`src/verilog/core_pkg.sv`:
```
// Shared types and encodings for the four-stage RV32I core.
// Compile this package before any RTL or testbench file.
`default_nettype none

package core_pkg;

    // Basic data types of the RV32 datapath
    typedef logic [31:0] word_t;
    typedef logic [4:0]  reg_idx_t;
    typedef logic [3:0]  byte_en_t;

    // Major opcodes of the supported subset
    typedef enum logic [6:0] {
        OPC_OP_IMM = 7'b0010011,
        OPC_OP     = 7'b0110011,
        OPC_LUI    = 7'b0110111,
        OPC_LOAD   = 7'b0000011,
        OPC_STORE  = 7'b0100011
    } rv_opcode_e;

    // ALU functions, PASS_B forwards the U immediate for LUI
    typedef enum logic [3:0] {
        ALU_ADD, ALU_SUB, ALU_AND, ALU_OR, ALU_XOR,
        ALU_SLT, ALU_SLL, ALU_SRL, ALU_PASS_B
    } alu_op_e;

    // What an instruction does after decode
    typedef enum logic [1:0] {
        CLS_NOP, CLS_ALU, CLS_LOAD, CLS_STORE
    } op_class_e;

    // funct3 values
    localparam logic [2:0] F3_ADD  = 3'b000;
    localparam logic [2:0] F3_SLL  = 3'b001;
    localparam logic [2:0] F3_SLT  = 3'b010;
    localparam logic [2:0] F3_XOR  = 3'b100;
    localparam logic [2:0] F3_SRL  = 3'b101;
    localparam logic [2:0] F3_OR   = 3'b110;
    localparam logic [2:0] F3_AND  = 3'b111;
    localparam logic [2:0] F3_WORD = 3'b010;

    // funct7 values
    localparam logic [6:0] F7_BASE = 7'b0000000;
    localparam logic [6:0] F7_SUB  = 7'b0100000;

    // ADDI x0,x0,0
    localparam word_t    NOP_INSTR    = 32'h0000_0013;
    localparam byte_en_t FULL_WORD_EN = 4'b1111;

endpackage

`default_nettype wire

```
`src/verilog/fetch_stage.sv`:
```
// Fetch stage: program counter, instruction memory request and the
// valid/ready link towards decode. A word that decode cannot take is
// parked in a one-entry skid register, and no request goes out meanwhile.
`default_nettype none

module fetch_stage #(
    parameter core_pkg::word_t START_ADDR = 32'h0
) (
    input  logic            clk,
    input  logic            reset_n,
    input  logic            stall_i,
    input  logic            ready_i,
    input  core_pkg::word_t instruction_i,
    output logic            imem_operation_enable_o,
    output core_pkg::word_t instruction_address_o,
    output logic            valid_o,
    output core_pkg::word_t instr_o,
    output core_pkg::word_t pc_o
);
    import core_pkg::*;

    logic  started_q;
    word_t pc_q;
    // Word on instruction_i not yet consumed
    logic  pend_q;
    word_t pend_pc_q;
    logic  skid_q;
    word_t skid_instr_q;
    word_t skid_pc_q;

    assign imem_operation_enable_o = started_q && !skid_q;
    assign instruction_address_o   = pc_q;

    // Skid word is older, so it goes first
    assign valid_o = skid_q || pend_q;
    assign instr_o = skid_q ? skid_instr_q : instruction_i;
    assign pc_o    = skid_q ? skid_pc_q : pend_pc_q;

    always_ff @(posedge clk or negedge reset_n) begin
        if (!reset_n) begin
            started_q <= 1'b0;
            pc_q      <= START_ADDR;
            pend_q    <= 1'b0;
            skid_q    <= 1'b0;
        end else if (!stall_i) begin
            started_q <= 1'b1;
            if (imem_operation_enable_o) begin
                pc_q <= pc_q + 32'd4;
            end
            // Memory keeps its word while no new request is issued
            pend_q <= imem_operation_enable_o || (pend_q && skid_q);
            if (skid_q) begin
                if (ready_i) begin
                    skid_q <= 1'b0;
                end
            end else if (pend_q && !ready_i) begin
                skid_q <= 1'b1;
            end
        end
    end

    always_ff @(posedge clk) begin
        if (!stall_i) begin
            if (imem_operation_enable_o) begin
                pend_pc_q <= pc_q;
            end
            if (!skid_q && pend_q && !ready_i) begin
                skid_instr_q <= instruction_i;
                skid_pc_q    <= pend_pc_q;
            end
        end
    end

    a_addr_aligned: assert property (@(posedge clk) disable iff (!reset_n)
        imem_operation_enable_o |-> instruction_address_o[1:0] == 2'b00);

    // Held word must not change under back-pressure
    a_instr_held: assert property (@(posedge clk) disable iff (!reset_n)
        valid_o && !ready_i |=> $stable(instr_o) && valid_o);

endmodule

`default_nettype wire

```
`src/verilog/decode_stage.sv`:
```
// Decode stage: decodes the word offered by fetch, picks operands from the
// register bank or the forwarding paths, and loads the execute register.
// A source that needs the load now in execute holds the word one cycle
// and sends a bubble instead.
`default_nettype none

module decode_stage (
    input  logic                clk,
    input  logic                reset_n,
    input  logic                stall_i,
    input  logic                valid_i,
    input  core_pkg::word_t     instr_i,
    input  core_pkg::word_t     pc_i,
    input  core_pkg::word_t     rs1_data_i,
    input  core_pkg::word_t     rs2_data_i,
    input  logic                fwd_x_we_i,
    input  core_pkg::reg_idx_t  fwd_x_rd_i,
    input  core_pkg::word_t     fwd_x_data_i,
    input  core_pkg::reg_idx_t  x_load_rd_i,
    input  logic                wb_we_i,
    input  core_pkg::reg_idx_t  wb_rd_i,
    input  core_pkg::word_t     wb_data_i,
    output logic                ready_o,
    output core_pkg::reg_idx_t  rs1_idx_o,
    output core_pkg::reg_idx_t  rs2_idx_o,
    output logic                x_valid_o,
    output core_pkg::op_class_e x_class_o,
    output core_pkg::alu_op_e   x_alu_op_o,
    output core_pkg::reg_idx_t  x_rd_o,
    output core_pkg::word_t     x_operand_a_o,
    output core_pkg::word_t     x_operand_b_o,
    output core_pkg::word_t     x_store_data_o
);
    import core_pkg::*;

    logic [2:0] funct3;
    logic [6:0] funct7;
    reg_idx_t   rd;
    word_t      imm_i;
    word_t      imm_s;
    word_t      imm_u;
    op_class_e  cls;
    alu_op_e    alu_op;
    word_t      operand_b;
    logic       use_rs1;
    logic       use_rs2;
    logic       use_imm;
    logic       hazard;
    word_t      rs1_val;
    word_t      rs2_val;

    // Execute result wins over write-back, x0 never forwarded
    function automatic word_t fwd_operand(reg_idx_t idx, word_t bank_data);
        word_t v;
        v = bank_data;
        if (wb_we_i && wb_rd_i == idx && idx != '0) begin
            v = wb_data_i;
        end
        if (fwd_x_we_i && fwd_x_rd_i == idx && idx != '0) begin
            v = fwd_x_data_i;
        end
        return v;
    endfunction

    ////////////////////
    // Field decode
    ////////////////////

    assign rs1_idx_o = instr_i[19:15];
    assign rs2_idx_o = instr_i[24:20];
    assign rd        = instr_i[11:7];
    assign funct3    = instr_i[14:12];
    assign funct7    = instr_i[31:25];
    assign imm_i     = {{20{instr_i[31]}}, instr_i[31:20]};
    assign imm_s     = {{20{instr_i[31]}}, instr_i[31:25], instr_i[11:7]};
    assign imm_u     = {instr_i[31:12], 12'b0};

    always_comb begin
        cls     = CLS_NOP;
        alu_op  = ALU_ADD;
        use_rs2 = 1'b0;
        use_imm = 1'b1;
        case (rv_opcode_e'(instr_i[6:0]))
            OPC_OP_IMM: begin
                cls = CLS_ALU;
                case (funct3)
                    F3_ADD: alu_op = ALU_ADD;
                    F3_AND: alu_op = ALU_AND;
                    F3_OR:  alu_op = ALU_OR;
                    F3_XOR: alu_op = ALU_XOR;
                    F3_SLT: alu_op = ALU_SLT;
                    F3_SLL: alu_op = ALU_SLL;
                    F3_SRL: alu_op = ALU_SRL;
                    default: cls = CLS_NOP;
                endcase
                // Shifts by immediate need a zero funct7, SRAI is not supported
                if ((funct3 == F3_SLL || funct3 == F3_SRL) && funct7 != F7_BASE) begin
                    cls = CLS_NOP;
                end
            end
            OPC_OP: begin
                cls     = CLS_ALU;
                use_rs2 = 1'b1;
                use_imm = 1'b0;
                case (funct3)
                    F3_ADD: alu_op = (funct7 == F7_SUB) ? ALU_SUB : ALU_ADD;
                    F3_AND: alu_op = ALU_AND;
                    F3_OR:  alu_op = ALU_OR;
                    F3_XOR: alu_op = ALU_XOR;
                    F3_SLT: alu_op = ALU_SLT;
                    F3_SLL: alu_op = ALU_SLL;
                    default: alu_op = ALU_SRL;
                endcase
                if (funct7 != F7_BASE && !(funct7 == F7_SUB && funct3 == F3_ADD)) begin
                    cls = CLS_NOP;
                end
            end
            OPC_LUI: begin
                cls    = CLS_ALU;
                alu_op = ALU_PASS_B;
            end
            OPC_LOAD: begin
                cls = (funct3 == F3_WORD) ? CLS_LOAD : CLS_NOP;
            end
            OPC_STORE: begin
                cls     = (funct3 == F3_WORD) ? CLS_STORE : CLS_NOP;
                use_rs2 = 1'b1;
            end
            default: cls = CLS_NOP;
        endcase
    end

    assign use_rs1 = cls != CLS_NOP && alu_op != ALU_PASS_B;

    // Immediate by format
    always_comb begin
        if (!use_imm) begin
            operand_b = rs2_val;
        end else if (cls == CLS_STORE) begin
            operand_b = imm_s;
        end else if (alu_op == ALU_PASS_B) begin
            operand_b = imm_u;
        end else begin
            operand_b = imm_i;
        end
    end

    ////////////////////
    // Operands, hazard
    ////////////////////

    always_comb begin
        rs1_val = fwd_operand(rs1_idx_o, rs1_data_i);
        rs2_val = fwd_operand(rs2_idx_o, rs2_data_i);
    end

    // Load data only exists once the load reaches retire
    assign hazard = valid_i && x_load_rd_i != '0 &&
                    ((use_rs1 && rs1_idx_o == x_load_rd_i) ||
                     (use_rs2 && rs2_idx_o == x_load_rd_i));
    assign ready_o = !hazard;

    always_ff @(posedge clk or negedge reset_n) begin
        if (!reset_n) begin
            x_valid_o <= 1'b0;
            x_class_o <= CLS_NOP;
            x_rd_o    <= '0;
        end else if (!stall_i) begin
            x_valid_o <= valid_i && !hazard;
            x_class_o <= cls;
            x_rd_o    <= (cls == CLS_ALU || cls == CLS_LOAD) ? rd : '0;
        end
    end

    always_ff @(posedge clk) begin
        if (!stall_i) begin
            x_alu_op_o     <= alu_op;
            x_operand_a_o  <= rs1_val;
            x_operand_b_o  <= operand_b;
            x_store_data_o <= rs2_val;
        end
    end

    a_pc_aligned: assert property (@(posedge clk) disable iff (!reset_n)
        valid_i |-> pc_i[1:0] == 2'b00);

    // Load-use hold never lasts past one cycle
    a_hold_once: assert property (@(posedge clk) disable iff (!reset_n)
        !ready_o && !stall_i |=> ready_o);

endmodule

`default_nettype wire

```
`src/verilog/register_bank.sv`:
```
// Integer register bank: 31 writable registers, x0 reads as zero.
// Two asynchronous read ports for decode, one write port from retire.
`default_nettype none

module register_bank (
    input  logic               clk,
    input  logic               reset_n,
    input  logic               we_i,
    input  core_pkg::reg_idx_t rd_i,
    input  core_pkg::word_t    wdata_i,
    input  core_pkg::reg_idx_t rs1_idx_i,
    input  core_pkg::reg_idx_t rs2_idx_i,
    output core_pkg::word_t    rs1_data_o,
    output core_pkg::word_t    rs2_data_o
);
    import core_pkg::*;

    word_t regs [1:31];

    always_ff @(posedge clk or negedge reset_n) begin
        if (!reset_n) begin
            for (int i = 1; i < 32; i++) begin
                regs[i] <= '0;
            end
        end else if (we_i && rd_i != '0) begin
            regs[rd_i] <= wdata_i;
        end
    end

    // x0 has no storage
    assign rs1_data_o = (rs1_idx_i == '0) ? '0 : regs[rs1_idx_i];
    assign rs2_data_o = (rs2_idx_i == '0) ? '0 : regs[rs2_idx_i];

    a_rd_known: assert property (@(posedge clk) disable iff (!reset_n)
        we_i |-> !$isunknown(rd_i));

endmodule

`default_nettype wire

```
`src/verilog/execute_stage.sv`:
```
// Execute stage: ALU over the execute register, data memory request
// for LW/SW, and the register towards retire. Also returns the ALU
// result and the destination of a pending load to decode.
`default_nettype none

module execute_stage (
    input  logic                clk,
    input  logic                reset_n,
    input  logic                stall_i,
    input  logic                x_valid_i,
    input  core_pkg::op_class_e x_class_i,
    input  core_pkg::alu_op_e   x_alu_op_i,
    input  core_pkg::reg_idx_t  x_rd_i,
    input  core_pkg::word_t     x_operand_a_i,
    input  core_pkg::word_t     x_operand_b_i,
    input  core_pkg::word_t     x_store_data_i,
    output logic                fwd_x_we_o,
    output core_pkg::reg_idx_t  fwd_x_rd_o,
    output core_pkg::word_t     fwd_x_data_o,
    output core_pkg::reg_idx_t  x_load_rd_o,
    output logic                dmem_operation_enable_o,
    output core_pkg::byte_en_t  mem_write_enable_o,
    output core_pkg::word_t     mem_address_o,
    output core_pkg::word_t     mem_data_o,
    output logic                r_we_o,
    output core_pkg::reg_idx_t  r_rd_o,
    output logic                r_is_load_o,
    output core_pkg::word_t     r_result_o
);
    import core_pkg::*;

    word_t alu_result;
    logic  is_alu;
    logic  is_load;
    logic  is_store;

    assign is_alu   = x_valid_i && x_class_i == CLS_ALU;
    assign is_load  = x_valid_i && x_class_i == CLS_LOAD;
    assign is_store = x_valid_i && x_class_i == CLS_STORE;

    always_comb begin
        case (x_alu_op_i)
            ALU_SUB: alu_result = x_operand_a_i - x_operand_b_i;
            ALU_AND: alu_result = x_operand_a_i & x_operand_b_i;
            ALU_OR:  alu_result = x_operand_a_i | x_operand_b_i;
            ALU_XOR: alu_result = x_operand_a_i ^ x_operand_b_i;
            ALU_SLT: alu_result = {31'b0, $signed(x_operand_a_i) < $signed(x_operand_b_i)};
            ALU_SLL: alu_result = x_operand_a_i << x_operand_b_i[4:0];
            ALU_SRL: alu_result = x_operand_a_i >> x_operand_b_i[4:0];
            ALU_PASS_B: alu_result = x_operand_b_i;
            default: alu_result = x_operand_a_i + x_operand_b_i;
        endcase
    end

    ////////////////////
    // Forwarding
    ////////////////////

    // Load results are not ready here, decode stalls on them instead
    assign fwd_x_we_o   = is_alu && x_rd_i != '0;
    assign fwd_x_rd_o   = x_rd_i;
    assign fwd_x_data_o = alu_result;
    assign x_load_rd_o  = is_load ? x_rd_i : '0;

    ////////////////////
    // Data memory
    ////////////////////

    assign dmem_operation_enable_o = is_load || is_store;
    assign mem_write_enable_o      = is_store ? FULL_WORD_EN : '0;
    // Word access only
    assign mem_address_o           = {alu_result[31:2], 2'b00};
    assign mem_data_o              = x_store_data_i;

    always_ff @(posedge clk or negedge reset_n) begin
        if (!reset_n) begin
            r_we_o      <= 1'b0;
            r_rd_o      <= '0;
            r_is_load_o <= 1'b0;
        end else if (!stall_i) begin
            r_we_o      <= (is_alu || is_load) && x_rd_i != '0;
            r_rd_o      <= x_rd_i;
            r_is_load_o <= is_load;
        end
    end

    always_ff @(posedge clk) begin
        if (!stall_i) begin
            r_result_o <= alu_result;
        end
    end

    a_we_has_enable: assert property (@(posedge clk) disable iff (!reset_n)
        |mem_write_enable_o |-> dmem_operation_enable_o);

    // Request is frozen across a memory stall
    a_req_stable: assert property (@(posedge clk) disable iff (!reset_n)
        stall_i |=> $stable({dmem_operation_enable_o, mem_write_enable_o,
                             mem_address_o, mem_data_o}));

endmodule

`default_nettype wire

```
`src/verilog/retire_stage.sv`:
```
// Retire stage: chooses load data or the ALU result and drives the
// register bank write port and decode's write-back forwarding path.
`default_nettype none

module retire_stage (
    input  logic               clk,
    input  logic               reset_n,
    input  logic               stall_i,
    input  logic               r_we_i,
    input  core_pkg::reg_idx_t r_rd_i,
    input  logic               r_is_load_i,
    input  core_pkg::word_t    r_result_i,
    input  core_pkg::word_t    mem_data_i,
    output logic               wb_we_o,
    output core_pkg::reg_idx_t wb_rd_o,
    output core_pkg::word_t    wb_data_o
);

    // No write while stalled, x0 never written
    assign wb_we_o   = r_we_i && !stall_i && r_rd_i != '0;
    assign wb_rd_o   = r_rd_i;
    // Read data arrives one cycle after the request in execute
    assign wb_data_o = r_is_load_i ? mem_data_i : r_result_i;

    a_load_data_known: assert property (@(posedge clk) disable iff (!reset_n)
        wb_we_o && r_is_load_i |-> !$isunknown(mem_data_i));

endmodule

`default_nettype wire

```
`src/verilog/rv_core.sv`:
```
// Top level of the four-stage RV32I core: fetch, decode, execute and
// retire around one register bank. stall_i freezes the whole pipeline
// while a memory is busy. Set START_ADDR to the first fetch address.
`default_nettype none

module rv_core #(
    parameter core_pkg::word_t START_ADDR = 32'h0
) (
    input  logic               clk,
    input  logic               reset_n,
    input  logic               stall_i,
    output logic               imem_operation_enable_o,
    output core_pkg::word_t    instruction_address_o,
    input  core_pkg::word_t    instruction_i,
    output logic               dmem_operation_enable_o,
    output core_pkg::byte_en_t mem_write_enable_o,
    output core_pkg::word_t    mem_address_o,
    output core_pkg::word_t    mem_data_o,
    input  core_pkg::word_t    mem_data_i
);
    import core_pkg::*;

    ////////////////////
    // Stage links
    ////////////////////

    // Fetch to decode
    logic      f_valid;
    logic      d_ready;
    word_t     f_instr;
    word_t     f_pc;
    // Register bank reads
    reg_idx_t  rs1_idx;
    reg_idx_t  rs2_idx;
    word_t     rs1_data;
    word_t     rs2_data;
    // Execute register
    logic      x_valid;
    op_class_e x_class;
    alu_op_e   x_alu_op;
    reg_idx_t  x_rd;
    word_t     x_operand_a;
    word_t     x_operand_b;
    word_t     x_store_data;
    // Execute forwarding
    logic      fwd_x_we;
    reg_idx_t  fwd_x_rd;
    word_t     fwd_x_data;
    reg_idx_t  x_load_rd;
    // Retire register and write-back
    logic      r_we;
    reg_idx_t  r_rd;
    logic      r_is_load;
    word_t     r_result;
    logic      wb_we;
    reg_idx_t  wb_rd;
    word_t     wb_data;

    fetch_stage #(
        .START_ADDR (START_ADDR)
    ) i_fetch (
        .clk                     (clk),
        .reset_n                 (reset_n),
        .stall_i                 (stall_i),
        .ready_i                 (d_ready),
        .instruction_i           (instruction_i),
        .imem_operation_enable_o (imem_operation_enable_o),
        .instruction_address_o   (instruction_address_o),
        .valid_o                 (f_valid),
        .instr_o                 (f_instr),
        .pc_o                    (f_pc)
    );

    decode_stage i_decode (
        .clk            (clk),
        .reset_n        (reset_n),
        .stall_i        (stall_i),
        .valid_i        (f_valid),
        .instr_i        (f_instr),
        .pc_i           (f_pc),
        .rs1_data_i     (rs1_data),
        .rs2_data_i     (rs2_data),
        .fwd_x_we_i     (fwd_x_we),
        .fwd_x_rd_i     (fwd_x_rd),
        .fwd_x_data_i   (fwd_x_data),
        .x_load_rd_i    (x_load_rd),
        .wb_we_i        (wb_we),
        .wb_rd_i        (wb_rd),
        .wb_data_i      (wb_data),
        .ready_o        (d_ready),
        .rs1_idx_o      (rs1_idx),
        .rs2_idx_o      (rs2_idx),
        .x_valid_o      (x_valid),
        .x_class_o      (x_class),
        .x_alu_op_o     (x_alu_op),
        .x_rd_o         (x_rd),
        .x_operand_a_o  (x_operand_a),
        .x_operand_b_o  (x_operand_b),
        .x_store_data_o (x_store_data)
    );

    register_bank i_regbank (
        .clk        (clk),
        .reset_n    (reset_n),
        .we_i       (wb_we),
        .rd_i       (wb_rd),
        .wdata_i    (wb_data),
        .rs1_idx_i  (rs1_idx),
        .rs2_idx_i  (rs2_idx),
        .rs1_data_o (rs1_data),
        .rs2_data_o (rs2_data)
    );

    execute_stage i_execute (
        .clk                     (clk),
        .reset_n                 (reset_n),
        .stall_i                 (stall_i),
        .x_valid_i               (x_valid),
        .x_class_i               (x_class),
        .x_alu_op_i              (x_alu_op),
        .x_rd_i                  (x_rd),
        .x_operand_a_i           (x_operand_a),
        .x_operand_b_i           (x_operand_b),
        .x_store_data_i          (x_store_data),
        .fwd_x_we_o              (fwd_x_we),
        .fwd_x_rd_o              (fwd_x_rd),
        .fwd_x_data_o            (fwd_x_data),
        .x_load_rd_o             (x_load_rd),
        .dmem_operation_enable_o (dmem_operation_enable_o),
        .mem_write_enable_o      (mem_write_enable_o),
        .mem_address_o           (mem_address_o),
        .mem_data_o              (mem_data_o),
        .r_we_o                  (r_we),
        .r_rd_o                  (r_rd),
        .r_is_load_o             (r_is_load),
        .r_result_o              (r_result)
    );

    retire_stage i_retire (
        .clk         (clk),
        .reset_n     (reset_n),
        .stall_i     (stall_i),
        .r_we_i      (r_we),
        .r_rd_i      (r_rd),
        .r_is_load_i (r_is_load),
        .r_result_i  (r_result),
        .mem_data_i  (mem_data_i),
        .wb_we_o     (wb_we),
        .wb_rd_o     (wb_rd),
        .wb_data_o   (wb_data)
    );

endmodule

`default_nettype wire

```
`config.mk`:
```
export PLATFORM = sky130hd
export DESIGN_NAME = rv_core
export DESIGN_NICKNAME = d
export VERILOG_FILES = /design/src/verilog/core_pkg.sv /design/src/verilog/fetch_stage.sv /design/src/verilog/decode_stage.sv /design/src/verilog/register_bank.sv /design/src/verilog/execute_stage.sv /design/src/verilog/retire_stage.sv /design/src/verilog/rv_core.sv
export SDC_FILE = /design/constraint.sdc
export NUM_CORES = 2
export LEC_CHECK = 0
export ABC_CLOCK_PERIOD_IN_PS = 14780
export BUFFER_PORTS_ARGS = -buffer_cell sky130_fd_sc_hd__buf_2
export CAP_MARGIN = 20
export CORE_ASPECT_RATIO = 1.1
export CORE_MARGIN = 5
export CORE_UTILIZATION = 45
export CTS_CLUSTER_DIAMETER = 40
export DETAILED_ROUTE_END_ITERATION = 10
export SLEW_MARGIN = 0
export SYNTH_ARGS = -nofsm -noshare
export SYNTH_HDL_FRONTEND = slang
export SYNTH_HIERARCHICAL = 1
export SYNTH_SLANG_ARGS = --single-unit
```
`constraint.sdc`:
```
create_clock -name clk -period 14.78 [get_ports clk]
set_clock_uncertainty 0.1 [all_clocks]
set_input_delay 0.739 -clock clk [delete_from_list [all_inputs] [get_ports clk]]
set_output_delay 0.739 -clock clk [all_outputs]
set_load 0.1 [all_outputs]
```
# Word-level counts from Yosys, hierarchy flattened
# Cells that the tools add are included.
[totals]
register_bits = 1206
inputBits = 67
out_inout_bits = 102
elab_cells = 192
[op_classes]
addsub = 3
magnitude_cmp = 5
eq_ne = 34
shift = 2
muxes = 38
n_bitwise = 7
n_reduce_logical = 56
[op_table]
columns = ["operator", "count"]
rows = [
  ["bitwise mux 992 bit", 1],
  ["2-to-1 mux 32 bit", 14],
  ["binary-select mux 32 bit (select 5 bit)", 2],
  ["case mux 32 bit (8 select lines)", 1],
  ["demux 32 bit (select 5 bit)", 1],
  ["2-to-1 mux 31 bit", 2],
  ["adder 32 x 3 -> 32 bit, second input constant", 1],
  ["adder 32 bit", 1],
  ["bitwise AND 32 bit", 1],
  ["< comparator 32 bit", 1],
  ["OR 32 bit", 1],
  ["<< shifter 32 x 5 -> 32 bit", 1],
  ["right shift 32 x 5 -> 32 bit", 1],
  ["subtractor 32 bit", 1],
  ["bitwise XOR 32 bit", 1],
  ["logical AND 1 bit", 31],
  ["equality test 5 bit", 6],
  ["equality test 7 x 6 -> 1 bit, second input constant", 4],
  ["nonzero test 5 bit", 5],
  ["case mux 4 bit (6 select lines)", 1],
  [">= comparator 6 bit, second input constant", 3],
  ["NOT 5 -> 6 bit", 3],
  ["case mux 3 bit (6 select lines)", 1],
  ["equality test 4 x 3 -> 1 bit, second input constant", 4],
  ["28 further kinds", 57],
]

# Longest topological paths before layout
[depth]
word_depth = 15
mapped_depth = 16
ltp_nobuf = 14

# By module
# Netlist, hierarchy kept.
[by_module_without_submodules]
columns = ["mod", "instances", "cells_per_inst", "area_each_um2", "seq_area_each_um2"]
rows = [
  ["register_bank", 1, 3656, 52980.8, 24823.8],
  ["execute_stage", 1, 1337, 10371.2, 1136.1],
  ["decode_stage", 1, 595, 6251.0, 3203.1],
  ["fetch_stage", 1, 310, 5096.1, 3588.4],
  ["retire_stage", 1, 45, 601.8, 0.0],
]

# Worst setup path before layout
# OpenSTA, ideal clock, no wires.
[synth_timing]
path_kind = "register to register"
from = "register i_fetch.skid_q"
to = "register i_fetch.skid_instr_q[0], enable pin"
setup_ns = 0.656
t_arrival_ns = 9.440
t_required_ns = 14.024
slack_ns = 4.584
stages_incl_launch_ff = 14
path_cell_list = "dfrtp_1 -> buf_2 -> clkbuf_1 -> mux2_2 -> nor4bb_1 -> nand3_1 -> a311oi_1 -> a211o_1 -> inv_1 -> ha_1 -> or3_1 -> o21ai_0 -> nand3b_1 -> nor4b_1"
[synth_via]
word_cells_on_any_way = 48
classes_between = "eq/ne (15); mux (12); reduce/logical (21)"
[synth_lines]
columns = ["element", "line_no", "text"]
rows = [
  ["start: declaration", "fetch_stage.sv:27", "logic skid_q;"],
  ["start signal: assignment", "fetch_stage.sv:44", "skid_q <= 1'b0;"],
  ["start signal: assignment", "fetch_stage.sv:54", "skid_q <= 1'b0;"],
  ["start signal: assignment", "fetch_stage.sv:57", "skid_q <= 1'b1;"],
  ["2-to-1 mux 32 bit *", "fetch_stage.sv:36", "assign instr_o = skid_q ? skid_instr_q : instruction_i;"],
  ["via f_instr[6]", "rv_core.sv:30", "word_t f_instr;"],
  ["equality test 7 x 6 -> 1 bit, or another cell as far along", "decode_stage.sv:83", "case (rv_opcode_e'(instr_i[6:0]))"],
  ["case mux 2 bit (5 select lines) *", "decode_stage.sv:83", ""],
  ["via i_decode.cls[0]", "decode_stage.sv:42", "op_class_e cls;"],
  ["nonzero test 2 bit *", "decode_stage.sv:133", "assign use_rs1 = cls != CLS_NOP && alu_op != ALU_PASS_B;"],
  ["logical AND 1 bit *", "decode_stage.sv:133", ""],
  ["logical AND 1 bit *", "decode_stage.sv:159", "((use_rs1 && rs1_idx_o == x_load_rd_i) ||"],
  ["logical OR 1 bit *", "decode_stage.sv:159", ""],
  ["logical AND 1 bit *", "decode_stage.sv:158", "assign hazard = valid_i && x_load_rd_i != '0 &&"],
  ["logical AND 1 bit *", "fetch_stage.sv:67", "if (!skid_q && pend_q && !ready_i) begin"],
  ["AND reduction 2 bit (no line) *", "--", ""],
  ["end signal: assignment", "fetch_stage.sv:68", "skid_instr_q <= instruction_i;"],
  ["end: declaration", "fetch_stage.sv:28", "word_t skid_instr_q;"],
]
# Mark *: on every way through the listed nets, which the timed path passes. The rest lies on a longest branch.
# A chain may end at the register's enable or synchronous reset.

# Final worst setup path
[layout_timing]
from = "register i_decode.x_operand_b_o[1]"
to = "output port mem_address_o[29]"
[layout_via]
elab_chain_len = 2
word_cells_on_any_way = 5
classes_between = "add/sub (2); shift (2); mux (1)"
[layout_rtl]
columns = ["element", "line_no", "text"]
rows = [
  ["start: declaration", "decode_stage.sv:31", "output core_pkg::word_t x_operand_b_o,"],
  ["start signal: assignment", "decode_stage.sv:179", "x_operand_b_o <= operand_b;"],
  ["adder 32 bit, or another cell as far along", "execute_stage.sv:51", "default: alu_result = x_operand_a_i + x_operand_b_i;"],
  ["case mux 32 bit (8 select lines) *", "execute_stage.sv:42", "case (x_alu_op_i)"],
  ["end: declaration", "rv_core.sv:17", "output core_pkg::word_t mem_address_o,"],
]
# Mark *: on every way between the ends. The rest lies on a longest branch, timed or not.

==> qor.txt <==
Outcome -> finished clean
Cells after DPL -> 7630
Clk root buf -> clkbuf_16
CP Launch Type -> flop
Violation count after the first detailed-route iteration -> 5223
Sw Pwr -> 2.984 mW
WL/cell -> 34.16 um
Bufs on Longest Clock Path -> 3
Path type of the worst setup path -> flop to output port
Initial antenna violation count -> 10
CTS tree -> yes
Utilization after layout -> 49.97%
Net Sw Frac -> 32.17%
Max transition margin -> 7.588%
Hold WC Path Type -> primary input to flop
Least-Margin Pin Slew -> 1374 ps
Worst-path fanout max -> 25
Gpl congestion -> 0.9872
DP Worst Slack -> 8796 ps
Syn Inst Count -> 5849
Max Clk Rate -> 0.1465 GHz
Fin Hold WS -> 332.4 ps
Combinational cell fraction of total power -> 18.5%
Maximum vdd drop -> 0.00009840 V
DIE HEIGHT -> 432.8 um
Sink Count -> 1204
Min Clock Period, post-route -> 6827 ps
PnR worst setup slack -> 7953 ps
Chip width -> 394.4 um
CP required -> 13940 ps
Vias per cell -> 6.712
Syn. warnings -> 6
Final Max Slew Viols -> 0
PwrDens -> 114.6 mW/mm^2
Antenna Nets Post-Route -> 0
Final hold viol count -> 0
Final period utilization -> 46.19%
Lkg Pwr -> 36.19 nW
I/O pin count -> 169
Nets -> 5879
First-pass GRT wire length -> 392.6 mm
Post-cts hold buffer count -> 33
Routed WL -> 271.9 mm
CTS clk-pin slew, worst paths -> 60 ps
Layout cells sized above 1 -> 37.65%
Starting Density -> 45.16%
DR DRC count -> 0
Vias in the first global route -> 54060
Die area -> 0.1707 sq mm
TNS Setup -> 0 ps
Num CTS Buffers -> 164
Clk network pwr share -> 43.9%
Vias after detailed routing -> 53425
Int Pwr -> 6.293 mW
Resized Gates After CTS -> 0
H-tree depth -> 4
Clk_lat worst skew -> 830 ps
WP data arrival -> 5990 ps
Max-cap violation count -> 0
Total Power -> 9.277 mW
Row count -> 155
Setup bufs post-CTS -> 0
Unrepaired setup endpoints after global routing -> false
Worst Setup End Kind -> output port
Core area -> 0.1619 sq mm
Total track usage -> 31.34%
Final setup fails -> 0
I/O Buffers -> 164
Finished Layout Cells -> 7960
P&R area growth vs syn -> 10.64%
Pre-antenna DRT Iters -> 8
Average cell area after synthesis -> 12.50 sq um
Final Cell Area -> 0.08092 sq mm
Area after DPL -> 0.07491 sq mm
Global route total overflow -> 0
Largest net degree at the start of global routing -> 181
Sequential fraction of design power -> 37.6%
Post-detail-place hpwl -> 174.7 mm
Synthesized area -> 0.07314 sq mm
## layout by cell type, fill, tap and decap left out, types with 27 or more instances in the layout
master,n
a2111oi_0,45
a211oi_1,88
a21oi_1,114
a221o_1,52
a221oi_1,40
a22oi_1,38
a31oi_1,46
and2_1,27
buf_2,164
buf_4,141
clkbuf_16,164
dfrtp_1,1038
dlygate4sd3_1,33
edfxtp_1,164
ha_1,100
inv_1,122
mux2_2,1069
mux2_4,32
mux2i_1,340
mux4_2,410
nand2_1,178
nand2b_1,39
nand3_1,57
nand4_1,64
nor2_1,205
nor2b_1,53
nor3_1,67
nor4_1,50
o211ai_1,41
o21ai_0,127
o22ai_1,123
o31ai_1,44
xnor2_1,33
xor2_1,33
## power groups by stage
stage | Sequential (mW) | Clock, mW | Combinational (mW)
floorplan | 3.57 | 0 | 1.08
global placement | 3.55 | 0 | 1.68
detailed placement | 3.55 | 0 | 1.68
CTS | 3.49 | 4.14 | 1.69
global route | 3.49 | 4.28 | 1.77
finish | 3.49 | 4.07 | 1.71
## per-layer routing
layer  GRT usage [%]  share of wire (%)  vias to the layer above  wire (um)
met5               0             0.0040                        -         11
met4           16.28                6.1                        2      16490
met3           5.638                7.4                      716      20130
met2           51.46                 48                     2532     129300
met1           39.90                 39                    28128     105900
li1                -                  -                    22047          -
## state kept, by name, summed over array words and instances (netlist names), 5 cells and up, named ones only
name	cells
i_decode/x_operand_a_o	32
i_decode/x_rd_o	5
i_execute/r_result_o	32
i_execute/r_rd_o	5
i_regbank/regs	992
i_decode/x_operand_b_o	32
i_fetch/skid_instr_q	32
i_fetch/instruction_address_o	30
i_decode/x_store_data_o	32
## final timing paths
path,from,to,slack [ps],cells after the start
max,i_decode/x_operand_b_o[1]$_DFFE_PN_,mem_address_o[29],7950,13
min in group asynchronous,reset_n,i_regbank/regs[611]$_DFFE_PN0P_,430,2
max in group asynchronous,reset_n,i_regbank/regs[464]$_DFFE_PN0P_,11240,5
min,stall_i,i_fetch/started_q$_DFFE_PN0N_,330,2
max reg2reg,i_fetch/skid_q$_DFFE_PN0N_,i_decode/x_operand_b_o[7]$_DFFE_PN_,8820,11
min reg2reg,i_fetch/instruction_address_o[31]$_DFFE_PN0P_,i_fetch/instruction_address_o[31]$_DFFE_PN0P_,370,1
## worst max-delay path, cell delays in order, from the launching register on
cell and delay [ps]:
edfxtp_1 320, buf_4 320, clkinv_1 110, buf_4 240
ha_1 370, a211oi_1 430, o211ai_1 200, o21ai_1 730
a2111oi_0 280, o22ai_1 370, o21ai_2 180, o41ai_1 310
a2bb2oi_1 710, buf_2 570
## final cells by class
type                    instances  area, sq um
inverters                     128        483.0
flip-flops and latches       1204        30950
multi-input cells            3867        38810
fillers                     13977        81020
clock inverters                93         1260
diodes                          1        2.502
well taps                    2119         2651
clock buffers                 203         4420
repair buffers                345         2340
Power figures use the tool's default switching activity.
